$ cat src/hdl/lcd_pkg.sv
// Draw codes, sequencer states, panel commands and glyph addresses; imported by every RTL module
package lcd_pkg;

	typedef enum logic [3:0] {
		START        = 4'd0,
		BARS         = 4'd1,
		TEST         = 4'd7,
		FACE_HAPPY   = 4'd8,
		FACE_NEUTRAL = 4'd9,
		FACE_SAD     = 4'd10,
		FACE_DEAD    = 4'd11,
		STAND_BY     = 4'd12,
		NTEST        = 4'd13
	} draw_code_t;

	typedef enum logic [2:0] {RESET_WAIT, SETUP, FILL, IDLE, TABLE, BARS_RUN} seq_state_t;

	typedef logic [7:0] lcd_byte_t;
	typedef logic [3:0] level_t;

	// ------------------------------------------------------------------------
	localparam lcd_byte_t CMD_SET_X    = 8'h80;
	localparam lcd_byte_t CMD_SET_Y    = 8'h40;
	localparam lcd_byte_t CMD_EXTENDED = 8'h21; // extended set, horizontal addressing
	localparam lcd_byte_t CMD_VOP      = 8'h90; // contrast
	localparam lcd_byte_t CMD_BASIC    = 8'h20;
	localparam lcd_byte_t CMD_NORMAL   = 8'h0C;

	// positions as complete commands
	localparam lcd_byte_t FACE_X        = CMD_SET_X | 8'h25;
	localparam lcd_byte_t FACE_Y_TOP    = CMD_SET_Y | 8'h03;
	localparam lcd_byte_t FACE_Y_BOTTOM = CMD_SET_Y | 8'h04;
	localparam lcd_byte_t MARK_X        = CMD_SET_X | 8'h03;
	localparam lcd_byte_t MARK_Y        = CMD_SET_Y | 8'h02;
	localparam lcd_byte_t HUNGER_X      = CMD_SET_X | 8'h09;
	localparam lcd_byte_t HUNGER_Y      = CMD_SET_Y | 8'h00;
	localparam lcd_byte_t SLEEP_X       = CMD_SET_X | 8'h27;
	localparam lcd_byte_t SLEEP_Y       = CMD_SET_Y | 8'h00;
	localparam lcd_byte_t HEALTH_X      = CMD_SET_X | 8'h42;
	localparam lcd_byte_t HEALTH_Y      = CMD_SET_Y | 8'h00;
	localparam lcd_byte_t FUN_X         = CMD_SET_X | 8'h15;
	localparam lcd_byte_t FUN_Y         = CMD_SET_Y | 8'h01;
	localparam lcd_byte_t MOOD_X        = CMD_SET_X | 8'h3C;
	localparam lcd_byte_t MOOD_Y        = CMD_SET_Y | 8'h01;

	localparam int DISPLAY_BYTES = 504;  // 84 columns x 6 banks
	localparam int BAR_WIDTH     = 13;
	localparam int BAR_MAX       = 4;

	// ------------------------------------------------------------------------
	localparam logic [6:0] GLYPH_SETUP   = 7'd0;
	localparam logic [6:0] GLYPH_HAPPY   = 7'd4;   // 12 records per face
	localparam logic [6:0] GLYPH_NEUTRAL = 7'd16;
	localparam logic [6:0] GLYPH_SAD     = 7'd28;
	localparam logic [6:0] GLYPH_DEAD    = 7'd40;
	localparam logic [6:0] GLYPH_TEST    = 7'd52;
	localparam logic [6:0] GLYPH_NTEST   = 7'd59;

endpackage

$ cat src/hdl/lcd_serial_master.sv
// Write-only serial master for the LCD; times the panel reset, then shifts bytes out MSB first
`timescale 1ns/100ps

module lcd_serial_master import lcd_pkg::*; #(
	parameter int CLK_DIV      = 4,
	parameter int RESET_CYCLES = 16
) (
	input  logic      clock,
	input  logic      arst_n,
	input  logic      send,
	input  lcd_byte_t tx_byte,
	input  logic      tx_dc,
	output logic      accept,
	output logic      mosi,
	output logic      sclk,
	output logic      sce,
	output logic      dc,
	output logic      rst,
	output logic      reset_done
);

	localparam int DIV_W = $clog2(CLK_DIV + 1);
	localparam int RST_W = $clog2(RESET_CYCLES + 1);

	logic [RST_W-1:0] rst_cnt;
	logic             rst_q;
	logic [DIV_W-1:0] div_cnt;
	logic [2:0]       bit_cnt;
	logic             busy;
	logic             sclk_q;
	logic             sce_q;
	logic             dc_q;
	logic             sclk_fall;
	lcd_byte_t        shift_q;

	always_ff @(posedge clock or negedge arst_n) begin
		if (!arst_n) begin
			rst_cnt <= '0;
			rst_q   <= 1'b0;
		end else if (!rst_q) begin
			if (rst_cnt == RST_W'(RESET_CYCLES - 1))
				rst_q <= 1'b1;
			else
				rst_cnt <= rst_cnt + 1'b1;
		end
	end

	assign rst        = rst_q;
	assign reset_done = rst_q & ~busy;        // low while a byte is on the line
	assign accept     = send & rst_q & ~busy;
	assign sclk_fall  = busy & sclk_q & (div_cnt == DIV_W'(CLK_DIV - 1));

	// ------------------------------------------------------------------------
	always_ff @(posedge clock or negedge arst_n) begin
		if (!arst_n) begin
			busy    <= 1'b0;
			sclk_q  <= 1'b0;
			sce_q   <= 1'b1;
			div_cnt <= '0;
			bit_cnt <= '0;
		end else if (accept) begin
			busy    <= 1'b1;
			sce_q   <= 1'b0;
			sclk_q  <= 1'b0;
			div_cnt <= '0;
			bit_cnt <= '0;
		end else if (busy) begin
			if (div_cnt == DIV_W'(CLK_DIV - 1)) begin
				div_cnt <= '0;
				sclk_q  <= ~sclk_q;
			end else begin
				div_cnt <= div_cnt + 1'b1;
			end
			if (sclk_fall) begin
				if (bit_cnt == 3'd7) begin
					busy  <= 1'b0;          // byte done, sce high for a clock at least
					sce_q <= 1'b1;
				end else begin
					bit_cnt <= bit_cnt + 1'b1;
				end
			end
		end
	end

	always_ff @(posedge clock) begin
		if (accept) begin
			shift_q <= tx_byte;
			dc_q    <= tx_dc;
		end else if (sclk_fall) begin
			shift_q <= {shift_q[6:0], 1'b0};  // next bit on falling sclk
		end
	end

	assign mosi = shift_q[7];
	assign sclk = sclk_q;
	assign sce  = sce_q;
	assign dc   = dc_q;

	// a byte holds the line for 16*CLK_DIV clocks
	assert property (@(posedge clock) disable iff (!arst_n)
		accept |=> !accept [*16*CLK_DIV]);
	assert property (@(posedge clock) disable iff (!arst_n)
		accept |=> !sce [*16*CLK_DIV] ##1 sce);

endmodule

$ cat src/hdl/glyph_table.sv
// Combinational byte records for the setup sequence, the four faces and the test mark
`timescale 1ns/100ps

module glyph_table import lcd_pkg::*; (
	input  logic [6:0] glyph_addr,
	output lcd_byte_t  glyph_byte,
	output logic       glyph_dc,
	output logic       glyph_last
);

	localparam logic [31:0] ROW_HAPPY   = 32'h1214_3452;
	localparam logic [31:0] ROW_NEUTRAL = 32'h1012_3210;
	localparam logic [31:0] ROW_SAD     = 32'h1412_3254;

	logic [6:0]  offset;
	logic [1:0]  face;
	logic [31:0] row;
	lcd_byte_t   top_edge;
	lcd_byte_t   bottom_byte;

	// block decode
	always_comb begin
		face   = 2'd0;
		offset = glyph_addr - GLYPH_SETUP;
		if (glyph_addr >= GLYPH_NTEST)
			offset = glyph_addr - GLYPH_NTEST;
		else if (glyph_addr >= GLYPH_TEST)
			offset = glyph_addr - GLYPH_TEST;
		else if (glyph_addr >= GLYPH_DEAD) begin
			face   = 2'd3;
			offset = glyph_addr - GLYPH_DEAD;
		end else if (glyph_addr >= GLYPH_SAD) begin
			face   = 2'd2;
			offset = glyph_addr - GLYPH_SAD;
		end else if (glyph_addr >= GLYPH_NEUTRAL) begin
			face   = 2'd1;
			offset = glyph_addr - GLYPH_NEUTRAL;
		end else if (glyph_addr >= GLYPH_HAPPY)
			offset = glyph_addr - GLYPH_HAPPY;
	end

	assign row         = (face == 2'd0) ? ROW_HAPPY : (face == 2'd1) ? ROW_NEUTRAL : ROW_SAD;
	assign top_edge    = (face == 2'd3) ? 8'h9E : 8'hDE;  // dead eyes are crossed
	assign bottom_byte = row[31 - 8 * offset[1:0] -: 8];  // offsets 8..11 map to 0..3

	// ------------------------------------------------------------------------
	always_comb begin
		glyph_byte = 8'h00;
		glyph_dc   = 1'b1;
		glyph_last = 1'b0;
		if (glyph_addr < GLYPH_HAPPY) begin
			glyph_dc   = 1'b0;
			glyph_last = (offset == 7'd3);
			case (offset[1:0])
				2'd0:    glyph_byte = CMD_EXTENDED;
				2'd1:    glyph_byte = CMD_VOP;
				2'd2:    glyph_byte = CMD_BASIC;
				default: glyph_byte = CMD_NORMAL;
			endcase
		end else if (glyph_addr < GLYPH_TEST) begin
			glyph_last = (offset == 7'd11);
			case (offset)
				7'd0, 7'd6: begin
					glyph_byte = FACE_X;
					glyph_dc   = 1'b0;
				end
				7'd1: begin
					glyph_byte = FACE_Y_TOP;
					glyph_dc   = 1'b0;
				end
				7'd7: begin
					glyph_byte = FACE_Y_BOTTOM;
					glyph_dc   = 1'b0;
				end
				7'd2, 7'd5: glyph_byte = top_edge;
				7'd3, 7'd4: glyph_byte = 8'h08;
				default:    glyph_byte = bottom_byte;
			endcase
		end else begin
			// test mark and its erase share the position
			glyph_last = (glyph_addr < GLYPH_NTEST) ? (offset == 7'd6) : (offset == 7'd8);
			if (offset == 7'd0) begin
				glyph_byte = MARK_X;
				glyph_dc   = 1'b0;
			end else if (offset == 7'd1) begin
				glyph_byte = MARK_Y;
				glyph_dc   = 1'b0;
			end else if (glyph_addr < GLYPH_NTEST)
				glyph_byte = (offset == 7'd4) ? 8'h7C : 8'h04;
		end
	end

endmodule

$ cat src/hdl/level_bars.sv
// Byte stream for the five level bars; levels are sampled on bars_start, one byte per bars_step
`timescale 1ns/100ps

module level_bars import lcd_pkg::*; (
	input  logic      clock,
	input  logic      arst_n,
	input  logic      bars_start,
	input  logic      bars_step,
	input  level_t    level_hunger,
	input  level_t    level_sleep,
	input  level_t    level_health,
	input  level_t    level_fun,
	input  level_t    level_mood,
	output lcd_byte_t bars_byte,
	output logic      bars_dc,
	output logic      bars_last
);

	localparam logic [3:0] LAST_POS = 4'(BAR_WIDTH + 1);  // x, y, then the columns

	level_t     level_q [5];
	logic [2:0] bar_q;
	logic [3:0] pos_q;
	logic [1:0] phase_q;
	level_t     cur_level;
	lcd_byte_t  cur_x;
	lcd_byte_t  cur_y;
	logic [5:0] col;
	logic [5:0] fill_cols;

	function automatic level_t saturate(level_t l);
		return (l > level_t'(BAR_MAX)) ? level_t'(BAR_MAX) : l;
	endfunction

	always_ff @(posedge clock) begin
		if (bars_start) begin
			level_q[0] <= saturate(level_hunger);
			level_q[1] <= saturate(level_sleep);
			level_q[2] <= saturate(level_health);
			level_q[3] <= saturate(level_fun);
			level_q[4] <= saturate(level_mood);
		end
	end

	always_ff @(posedge clock or negedge arst_n) begin
		if (!arst_n) begin
			bar_q   <= '0;
			pos_q   <= '0;
			phase_q <= '0;
		end else if (bars_start) begin
			bar_q   <= '0;
			pos_q   <= '0;
			phase_q <= '0;
		end else if (bars_step) begin
			if (pos_q == LAST_POS) begin
				pos_q   <= '0;
				bar_q   <= bar_q + 1'b1;
				phase_q <= '0;
			end else begin
				pos_q <= pos_q + 1'b1;
				if (pos_q >= 4'd2)
					phase_q <= (phase_q == 2'd2) ? 2'd0 : phase_q + 1'b1;  // 7E 7E 00
			end
		end
	end

	always_comb begin
		case (bar_q)
			3'd0:    {cur_x, cur_y, cur_level} = {HUNGER_X, HUNGER_Y, level_q[0]};
			3'd1:    {cur_x, cur_y, cur_level} = {SLEEP_X, SLEEP_Y, level_q[1]};
			3'd2:    {cur_x, cur_y, cur_level} = {HEALTH_X, HEALTH_Y, level_q[2]};
			3'd3:    {cur_x, cur_y, cur_level} = {FUN_X, FUN_Y, level_q[3]};
			default: {cur_x, cur_y, cur_level} = {MOOD_X, MOOD_Y, level_q[4]};
		endcase
	end

	assign col       = {2'b00, pos_q} - 6'd2;
	assign fill_cols = {2'b00, cur_level} + {1'b0, cur_level, 1'b0};  // three columns per unit

	assign bars_dc   = (pos_q >= 4'd2);
	assign bars_byte = (pos_q == 4'd0) ? cur_x :
	                   (pos_q == 4'd1) ? cur_y :
	                   (col < fill_cols && phase_q != 2'd2) ? 8'h7E : 8'h00;
	assign bars_last = (bar_q == 3'd4) && (pos_q == LAST_POS);

endmodule

$ cat src/hdl/draw_sequencer.sv
// Stand-by and dispatch FSM; picks the byte source for the serial master and drives done
`timescale 1ns/100ps

module draw_sequencer import lcd_pkg::*; (
	input  logic       clock,
	input  logic       arst_n,
	input  draw_code_t draw,
	input  logic       accept,
	input  logic       reset_done,
	input  lcd_byte_t  glyph_byte,
	input  logic       glyph_dc,
	input  logic       glyph_last,
	input  lcd_byte_t  bars_byte,
	input  logic       bars_dc,
	input  logic       bars_last,
	output logic       send,
	output lcd_byte_t  tx_byte,
	output logic       tx_dc,
	output logic [6:0] glyph_addr,
	output logic       bars_start,
	output logic       bars_step,
	output logic       done
);

	localparam int FILL_W = $clog2(DISPLAY_BYTES);

	seq_state_t        state;
	draw_code_t        last_code;
	logic [FILL_W-1:0] fill_cnt;
	logic              draining;  // last byte taken, waiting for the line to go idle
	logic              new_req;
	logic              src_last;
	logic [6:0]        table_start;

	always_comb begin
		new_req     = (draw != last_code);
		table_start = GLYPH_SETUP;
		case (draw)
			START, BARS:  table_start = GLYPH_SETUP;
			TEST:         table_start = GLYPH_TEST;
			NTEST:        table_start = GLYPH_NTEST;
			FACE_HAPPY:   table_start = GLYPH_HAPPY;
			FACE_NEUTRAL: table_start = GLYPH_NEUTRAL;
			FACE_SAD:     table_start = GLYPH_SAD;
			FACE_DEAD:    table_start = GLYPH_DEAD;
			default:      new_req = 1'b0;  // stand-by and retired codes
		endcase
	end

	assign bars_start = (state == IDLE) && new_req && (draw == BARS);
	assign bars_step  = accept && (state == BARS_RUN);
	assign done       = (state == IDLE);
	assign send       = !draining &&
	                    (state == SETUP || state == FILL || state == TABLE || state == BARS_RUN);

	// ------------------------------------------------------------------------
	always_comb begin
		tx_byte  = 8'h00;
		tx_dc    = 1'b0;
		src_last = 1'b0;
		case (state)
			SETUP, TABLE: begin
				tx_byte  = glyph_byte;
				tx_dc    = glyph_dc;
				src_last = glyph_last;
			end
			FILL: begin
				tx_dc    = 1'b1;
				src_last = (fill_cnt == FILL_W'(DISPLAY_BYTES - 1));
			end
			BARS_RUN: begin
				tx_byte  = bars_byte;
				tx_dc    = bars_dc;
				src_last = bars_last;
			end
			default: tx_byte = 8'h00;
		endcase
	end

	always_ff @(posedge clock or negedge arst_n) begin
		if (!arst_n) begin
			state      <= RESET_WAIT;
			last_code  <= START;
			glyph_addr <= GLYPH_SETUP;
			fill_cnt   <= '0;
			draining   <= 1'b0;
		end else begin
			case (state)
				RESET_WAIT: if (reset_done) state <= SETUP;
				IDLE: begin
					if (new_req) begin
						last_code  <= draw;
						glyph_addr <= table_start;
						state      <= (draw == START) ? SETUP : (draw == BARS) ? BARS_RUN : TABLE;
					end
				end
				default: begin
					if (draining) begin
						if (reset_done) begin
							state    <= IDLE;
							draining <= 1'b0;
						end
					end else if (accept) begin
						glyph_addr <= glyph_addr + 7'd1;  // both reloaded on dispatch
						fill_cnt   <= fill_cnt + 1'b1;
						if (src_last && state == SETUP) begin
							state    <= FILL;
							fill_cnt <= '0;
						end else if (src_last)
							draining <= 1'b1;
					end
				end
			endcase
		end
	end

	// the master must stay quiet while the panel is in stand-by
	assert property (@(posedge clock) disable iff (!arst_n)
		(state == IDLE) |-> !accept && reset_done);

endmodule

$ cat src/hdl/lcd_pet_display.sv
// Top level of the pet-game LCD driver; joins sequencer, glyph table, bar generator and master
`timescale 1ns/100ps

module lcd_pet_display import lcd_pkg::*; #(
	parameter int CLK_DIV      = 4,   // sclk half-period in clocks
	parameter int RESET_CYCLES = 16
) (
	input  logic       clock,
	input  logic       arst_n,
	input  draw_code_t draw,
	input  level_t     level_hunger,
	input  level_t     level_sleep,
	input  level_t     level_health,
	input  level_t     level_fun,
	input  level_t     level_mood,
	output logic       mosi,
	output logic       sclk,
	output logic       sce,
	output logic       dc,
	output logic       rst,
	output logic       done
);

	logic       send;
	logic       accept;
	logic       reset_done;
	lcd_byte_t  tx_byte;
	logic       tx_dc;
	logic [6:0] glyph_addr;
	lcd_byte_t  glyph_byte;
	logic       glyph_dc;
	logic       glyph_last;
	logic       bars_start;
	logic       bars_step;
	lcd_byte_t  bars_byte;
	logic       bars_dc;
	logic       bars_last;

	draw_sequencer u_seq (.*);

	glyph_table u_glyph (.*);

	level_bars u_bars (.*);

	lcd_serial_master #(.CLK_DIV(CLK_DIV), .RESET_CYCLES(RESET_CYCLES)) u_master (.*);

endmodule

$ cat config.mk
export PLATFORM = sky130hd
export DESIGN_NAME = lcd_pet_display
export DESIGN_NICKNAME = d
export VERILOG_FILES = /design/src/hdl/lcd_pkg.sv /design/src/hdl/lcd_serial_master.sv /design/src/hdl/glyph_table.sv /design/src/hdl/level_bars.sv /design/src/hdl/draw_sequencer.sv /design/src/hdl/lcd_pet_display.sv
export SDC_FILE = /design/constraint.sdc
export NUM_CORES = 1
export LEC_CHECK = 0
export BUFFER_PORTS_ARGS = -buffer_cell sky130_fd_sc_hd__buf_2
export CAP_MARGIN = 20
export CORE_ASPECT_RATIO = 0.75
export CORE_MARGIN = 5
export CORE_UTILIZATION = 40
export DETAILED_ROUTE_END_ITERATION = 6
export PLACE_DENSITY = 0.6
export SLEW_MARGIN = 5
export SYNTH_ARGS = -nofsm -noshare
export SYNTH_HDL_FRONTEND = slang
export SYNTH_SLANG_ARGS = --single-unit
$ cat constraint.sdc
create_clock -name clock -period 8 [get_ports clock]
set_input_delay 1.6 -clock clock [delete_from_list [all_inputs] [get_ports clock]]
set_output_delay 1.6 -clock clock [all_outputs]
set_load 0.05 [all_outputs]
==> reports/results.ini, run 1 <==
[synth]
yosysSeqAreaShare_pct = 36.1
ys.flop_type = dfrtp_1
yosysUniqueCellTypes = 77
ys_ff_latch = 77
synth_edf_count = 29
async_reset_ff_share_pct = 62.3
syn_avg_cell_area_um2 = 8.80
syn_inst = 653
yosys_warnings = 0
synthesis.area_mm2 = 0.00575

[finish]
diodes = 0
area_delta_synth_final_pct = 10.0
fin_area_mm2 = 0.00632
layout.nets = 732
fillers = 1351
final_cell_mix = nor2_1, nand2_1, dfrtp_1
drive_gt1_share_pct = 12.4
final_common_cell = nor2_1

[critical_path]
slowest_stage = dfrtp_1
cpPeakStageDelay_ns = 0.44
worstSetupPathType = reg -> reg
path_cells = inv_1 -> ha_1 -> nor3_1 -> nor2_1 -> or2_2 -> o21a_1 -> ha_1 -> fa_1 -> xnor2_1 -> ha_1 -> a211oi_1 -> o21ai_0 -> a41oi_1 -> nor2b_1 -> o21ai_0 -> a21o_1 -> o311ai_0
reg2regPathDepth = 17
cp_max_fo = 8
cp.required_ns = 8.12
path_common_cell = ha_1
critPathCaptureType = register
worstPathArrival_ns = 4.55
start_kind = register

[floorplanning]
die-height_um = 114
initial_core_util_pct = 41.4
row_count = 37
coreArea_mm2 = 0.0139
die-area_mm2 = 0.0169
pin_count = 32
dieWidth_um = 148

[route]
drt_pass1_iterations = 5
wire_per_inst_um = 16.3
drt-total-wl_mm = 13.8
initialDrtViolationCount = 359
vias = 4921
route.detailed.drc = 0
antenna_left = 0
viasPerCell = 5.81

[clock_network]
insertion_delay_ns = 0.34
cts_root_buffer = clkbuf_16
cts_setup_buffers = 0
clk_pin_slew_worst_paths_ns = 0.06
cts_resized = 0
postCtsHoldBufs = 0
htreeDepth = 3
cts_buffers = 9
clockBufferDepth = 2
cts_tree = done
clock_sinks = 77

[place]
dp.final_hpwl_mm = 10.3
dp_slack_ns = 3.63
gp_congestion = 0.940
io_buffers = 31
placed_area_mm2 = 0.00602

[timing]
fin_setup_tns_ns = 0
worst-slew-pin-transition_ns = 0.899
rsz0062_at_grt = false
fmax_ghz = 0.226
period_needed_ns = 4.43
final_hold_viol_count = 0
slew_viol_final = 0
finalWorstSetupSlack_ns = 3.57
max_slew_margin_pct = 39.6
fin_crit_sh_pct = 55.4
timing.hold.ws_ns = 0.484
finClkSkew_ns = 0.0126
setup_viol = 0

[min_path]
hp-class = reg -> reg
whs_path_depth = 1

[grt]
grt_max_degree = 49
gr-total-overflow = 0
antenna_found_initial = 0
grt_use_total_pct = 17.0
grt_pass1_wl_mm = 23.5
grt_pass1_vias = 4714

[pwr]
comb_power_share_pct = 37.2
p_sw_uw = 542
pwr-share-seq_pct = 34.0
power_density_mw_per_mm2 = 224
p_int_uw = 872
ir_drop_v = 0.000108
switching_share_pct = 38.4
cellLeakagePower_uw = 0.00260
clkPwrFrac_pct = 28.8

[run_status]
status = complete, no violations

[run]
maxCapViolCount = 0

## layer usage
metal | global-route usage [%] | vias to the layer above | part of all wire, %
met5 | 0 | - | 0
met1 | 25.2 | 2336 | 51
met3 | 4.09 | 10 | 5.5
li1 | - | 2425 | -
met4 | 3.88 | 0 | 0.95
met2 | 25.0 | 150 | 43
## layout make-up
class                      count  area (um2)  share of cell area (%)
timing repair buffer          37         200                    3.17
tap                          175         219                    3.46
sequential                    77        2070                    32.8
clock buffer                  12         268                    4.24
inverter                      40         150                    2.38
clock inverter                 4        35.0                   0.554
multi-input combinational    502        3370                    53.4
## state kept, by name, indices dropped and copies added, names as in the netlist, 4 cells and up
signal and cells:
u_bars.pos_q 4, u_master.shift_q 8, u_master.rst_cnt 5, u_bars.level_q 20, u_seq.last_code 4, u_seq.fill_cnt 9
u_seq.glyph_addr 7
## cell families after synthesis
group,share of synthesized area (%)
xor+xnor,4.57
mux,2.59
compound gates,23.8
simple gates,18.8
other cells,0.0653
flops,36.1
fa+ha+maj,8.62
buf+inv,5.44
## worst max-delay path, delay by kind of cell (launching register included)
| kind | cells | cell delay, ns |
|---|---|---|
| compound gates | 7 | 1.33 |
| fa+ha+maj | 4 | 1.23 |
| simple gates | 4 | 0.94 |
| flops | 1 | 0.44 |
| xor+xnor | 1 | 0.18 |
| buf+inv | 1 | 0.10 |
## stage by stage
step / util [%] / std cells / total power, uW
after floorplan: - / 657 / 891
after CTS: 45.5 / 847 / 1420
after global placement: 43.3 / 831 / 1010
after detailed placement: 43.3 / 831 / 1000
after global routing: 45.5 / 847 / 1510
final: 45.5 / 847 / 1410
## synthesized netlist by cell type, types with 5 or more instances
| cell type | instances | area (um2) |
|---|---|---|
| nor2_1 | 65 | 244 |
| dfrtp_1 | 47 | 1180 |
| nand2_1 | 47 | 176 |
| a21oi_1 | 46 | 230 |
| inv_1 | 40 | 150 |
| ha_1 | 38 | 475 |
| o21ai_0 | 36 | 180 |
| edfxtp_1 | 29 | 871 |
| clkbuf_1 | 28 | 105 |
| nor3_1 | 18 | 90.1 |
| xnor2_1 | 18 | 158 |
| nand3_1 | 16 | 80.1 |
| o22ai_1 | 12 | 75.1 |
| xor2_1 | 12 | 105 |
| a31oi_1 | 11 | 68.8 |
| nand2b_1 | 11 | 68.8 |
| a211oi_1 | 10 | 75.1 |
| nor2b_1 | 10 | 62.6 |
| o31ai_1 | 10 | 75.1 |
| or2_2 | 9 | 56.3 |
| and3_1 | 8 | 50.1 |
| buf_2 | 7 | 35.0 |
| mux2_2 | 7 | 78.8 |
| mux2i_1 | 7 | 70.1 |
| nand4_1 | 7 | 43.8 |
| a21o_1 | 6 | 45.0 |
| and2_1 | 6 | 37.5 |
| a32oi_1 | 5 | 43.8 |
| nor4_1 | 5 | 31.3 |
| o211ai_1 | 5 | 37.5 |
## worst paths after layout
path,end,slack [ns],from
max,u_master.shift_q[4],3.57,u_bars.bar_q[0]
min,u_master.rst_cnt[3],0.48,u_master.rst_cnt[3]
max reg2reg,u_master.shift_q[4],3.57,u_bars.bar_q[0]
min reg2reg,u_master.rst_cnt[3],0.48,u_master.rst_cnt[3]
max in group asynchronous,u_seq.fill_cnt[2],6.19,arst_n
min in group asynchronous,u_bars.pos_q[3],1.36,arst_n
## power groups by stage
stage,Combinational [uW],Clock [uW],Sequential [uW]
2_1_floorplan,444,0,447
3_3_place_gp,520,0,487
3_5_place_dp,512,0,488
4_1_cts,515,421,480
5_1_grt,585,437,486
6_report,526,408,481
No activity file was read; power rests on OpenSTA's default activity.
==> run 2: changes to the inputs <==
PLACE_DENSITY = 0.62   (was 0.6)
clock period = 3.8 ns   (was 8 ns; I/O delays follow)
==> run 2 against run 1 <==
- combinational power rose to 2.5 times the previous value
- worst setup slack got worse by 3.4 ns
- non-clock buffer count rose by 35
- largest cell class unchanged
- critical path depth did not move
==> reports/results.ini, run 2 (same netlist as run 1, synthesis figures left out) <==
[run_status]
status = complete, no violations

[critical_path]
worstSetupPathType = reg -> reg
cp.required_ns = 3.96  ; -4.16 ns
worstPathArrival_ns = 3.83  ; -0.72 ns
crit_family = compound AO/OA/AOI/OAI gates
endpoint = u_master.shift_q[4]
rrSetupSlack_ns = 0.13  ; -3.44 ns
reg2regPathDepth = 17  ; unchanged
startpoint = u_bars.bar_q[0]
start_kind = register
cp_num_buf_inv = 2  ; +1
slowest_stage = dfrtp_2
cp_max_fo = 4  ; -4
critPathCaptureType = register
path_cells = inv_4 -> ha_4 -> buf_6 -> a222oi_1 -> o22ai_1 -> o21a_1 -> ha_2 -> fa_2 -> xnor2_2 -> ha_1 -> a211oi_2 -> o21ai_1 -> a41oi_2 -> nor2b_4 -> o21ai_4 -> a21o_1 -> o311ai_2
cpPeakStageDelay_ns = 0.44  ; about the same
reg2reg_from = u_bars.bar_q[0]
reg2reg_to = u_master.shift_q[4]
path_depth = 17  ; unchanged

[finish]
fin_util_pct = 48.6  ; +3.1 points
fillers = 1304  ; -3.5%
area_delta_synth_final_pct = 17.5
final_common_cell = nor2_1
largest_reg_flops = 20  ; unchanged
diodes = 0  ; unchanged
layout.nets = 767  ; +4.8%
drive_gt1_share_pct = 20.1  ; +7.7 points
largestRegisters = u_bars.level_q x20, u_seq.fill_cnt x9, u_master.shift_q x8
largest_register = u_bars.level_q
fin_area_mm2 = 0.00675  ; +6.8%
final_cell_mix = nor2_1, nand2_1, a21oi_1, dfrtp_1, buf_4

[pwr]
power_density_mw_per_mm2 = 471  ; +110%
ir_drop_v = 0.000277  ; +160%
total_power_uw = 3180  ; +120%
cellLeakagePower_uw = 0.00280  ; +7.5%

[floorplanning]
coreArea_mm2 = 0.0139  ; unchanged
die-height_um = 114  ; unchanged
pin_count = 32  ; unchanged
die-area_mm2 = 0.0169  ; unchanged
dieWidth_um = 148  ; unchanged
row_count = 37  ; unchanged
initial_core_util_pct = 41.4  ; unchanged

[route]
wire_per_inst_um = 16.4  ; +0.77%
antenna_left = 0  ; unchanged
drt-total-wl_mm = 14.5  ; +4.9%
initialDrtViolationCount = 535  ; +49%
vias = 5132  ; +4.3%
viasPerCell = 5.82  ; +0.15%
route.detailed.drc = 0  ; unchanged
drt_pass1_iterations = 5  ; unchanged

[grt]
antenna_found_initial = 0  ; unchanged
grt_pass1_wl_mm = 24.0  ; +2.2%
grt_use_total_pct = 17.3  ; +0.32 points
grt_max_degree = 49  ; unchanged
gr-total-overflow = 0  ; unchanged
grt_pass1_vias = 4875  ; +3.4%

[clock_network]
clock_sinks = 77  ; unchanged
insertion_delay_ns = 0.34  ; about the same
cts_setup_buffers = 0  ; unchanged
clk_pin_slew_worst_paths_ns = 0.07  ; about the same
cts_tree = done
cts_root_buffer = clkbuf_16
htreeDepth = 3  ; unchanged
clockBufferDepth = 2  ; unchanged
cts_buffers = 9  ; unchanged

[timing]
final_hold_viol_count = 0  ; unchanged
rsz0062_at_grt = true
fin_crit_sh_pct = 96.5  ; +41 points
worst-slew-pin-transition_ns = 1.09  ; +0.187 ns
setup_viol = 0  ; unchanged
finClkSkew_ns = 0.00724  ; -0.00537 ns
max_slew_margin_pct = 26.9  ; -13 points
timing.hold.ws_ns = 0.378  ; -0.106 ns
fmax_ghz = 0.273  ; +21%
fin_setup_tns_ns = 0  ; unchanged
slew_viol_final = 0  ; unchanged
period_needed_ns = 3.67  ; -0.764 ns

[place]
dp.final_hpwl_mm = 10.9  ; +6.2%
io_buffers = 31  ; unchanged
placed_area_mm2 = 0.00628  ; +4.3%
gp_congestion = 0.891  ; -5.3%

[min_path]
hp-class = in -> async

[run]
maxCapViolCount = 0  ; unchanged

==> run 2: per-stage QoR <==
stage | setup slack, ns | cells
finish | 0.133 | 882
global route | -0.0736 | 882
CTS | 0.0317 | 881
detailed placement | -0.140 | 865
global placement | 0.00398 | 865
floorplan | 0.0368 | 657
==> run 2: report_power, final <==
| group | internal, uW | total (uW) | switching, uW |
|---|---|---|---|
| Clock | 525 | 895 | 370 |
| Combinational | 545 | 1320 | 775 |
| Sequential | 897 | 961 | 64.1 |
==> run 2: worst min-delay path by stage <==
stage / to / from / cells after the start / slack [ns]
5_1_grt: u_master.rst_cnt[4] / arst_n / 1 / 0.41
2_1_floorplan: u_master.rst_cnt[3] / u_master.rst_cnt[3] / 1 / 0.44
6_report: u_master.rst_cnt[4] / arst_n / 1 / 0.38
3_5_place_dp: u_master.rst_cnt[3] / u_master.rst_cnt[3] / 1 / 0.46
4_1_cts: u_master.rst_cnt[3] / u_master.rst_cnt[3] / 1 / 0.47
3_3_place_gp: u_master.rst_cnt[3] / u_master.rst_cnt[3] / 1 / 0.46
==> run 2: cell type report <==
class,instances,area [um2],area share [%]
Clock buffer,9,225,3.34
Clock inverter,7,90.1,1.33
Inverter,40,153,2.26
Multi-Input combinational cell,502,3510,52.0
Sequential cell,77,2080,30.8
Tap cell,175,219,3.24
Timing Repair Buffer,72,479,7.10
==> run 2: timing repair <==
item | 4_1_cts | 5_1_grt
resized for setup | 11 | 23
hold endpoints to repair | 0 | 0
setup endpoints to repair | 6 | 14
hold buffers | 0 | 0
pin swaps | 5 | 10
==> run 2: routing by layer <==
metal / part of all wire, % / wire length, um / track usage (%)
met1: 50 / 7200 / 26.1
met2: 43 / 6210 / 24.9
met3: 5.8 / 845 / 3.49
met4: 1.5 / 220 / 5.05
met5: 0 / 0 / 0
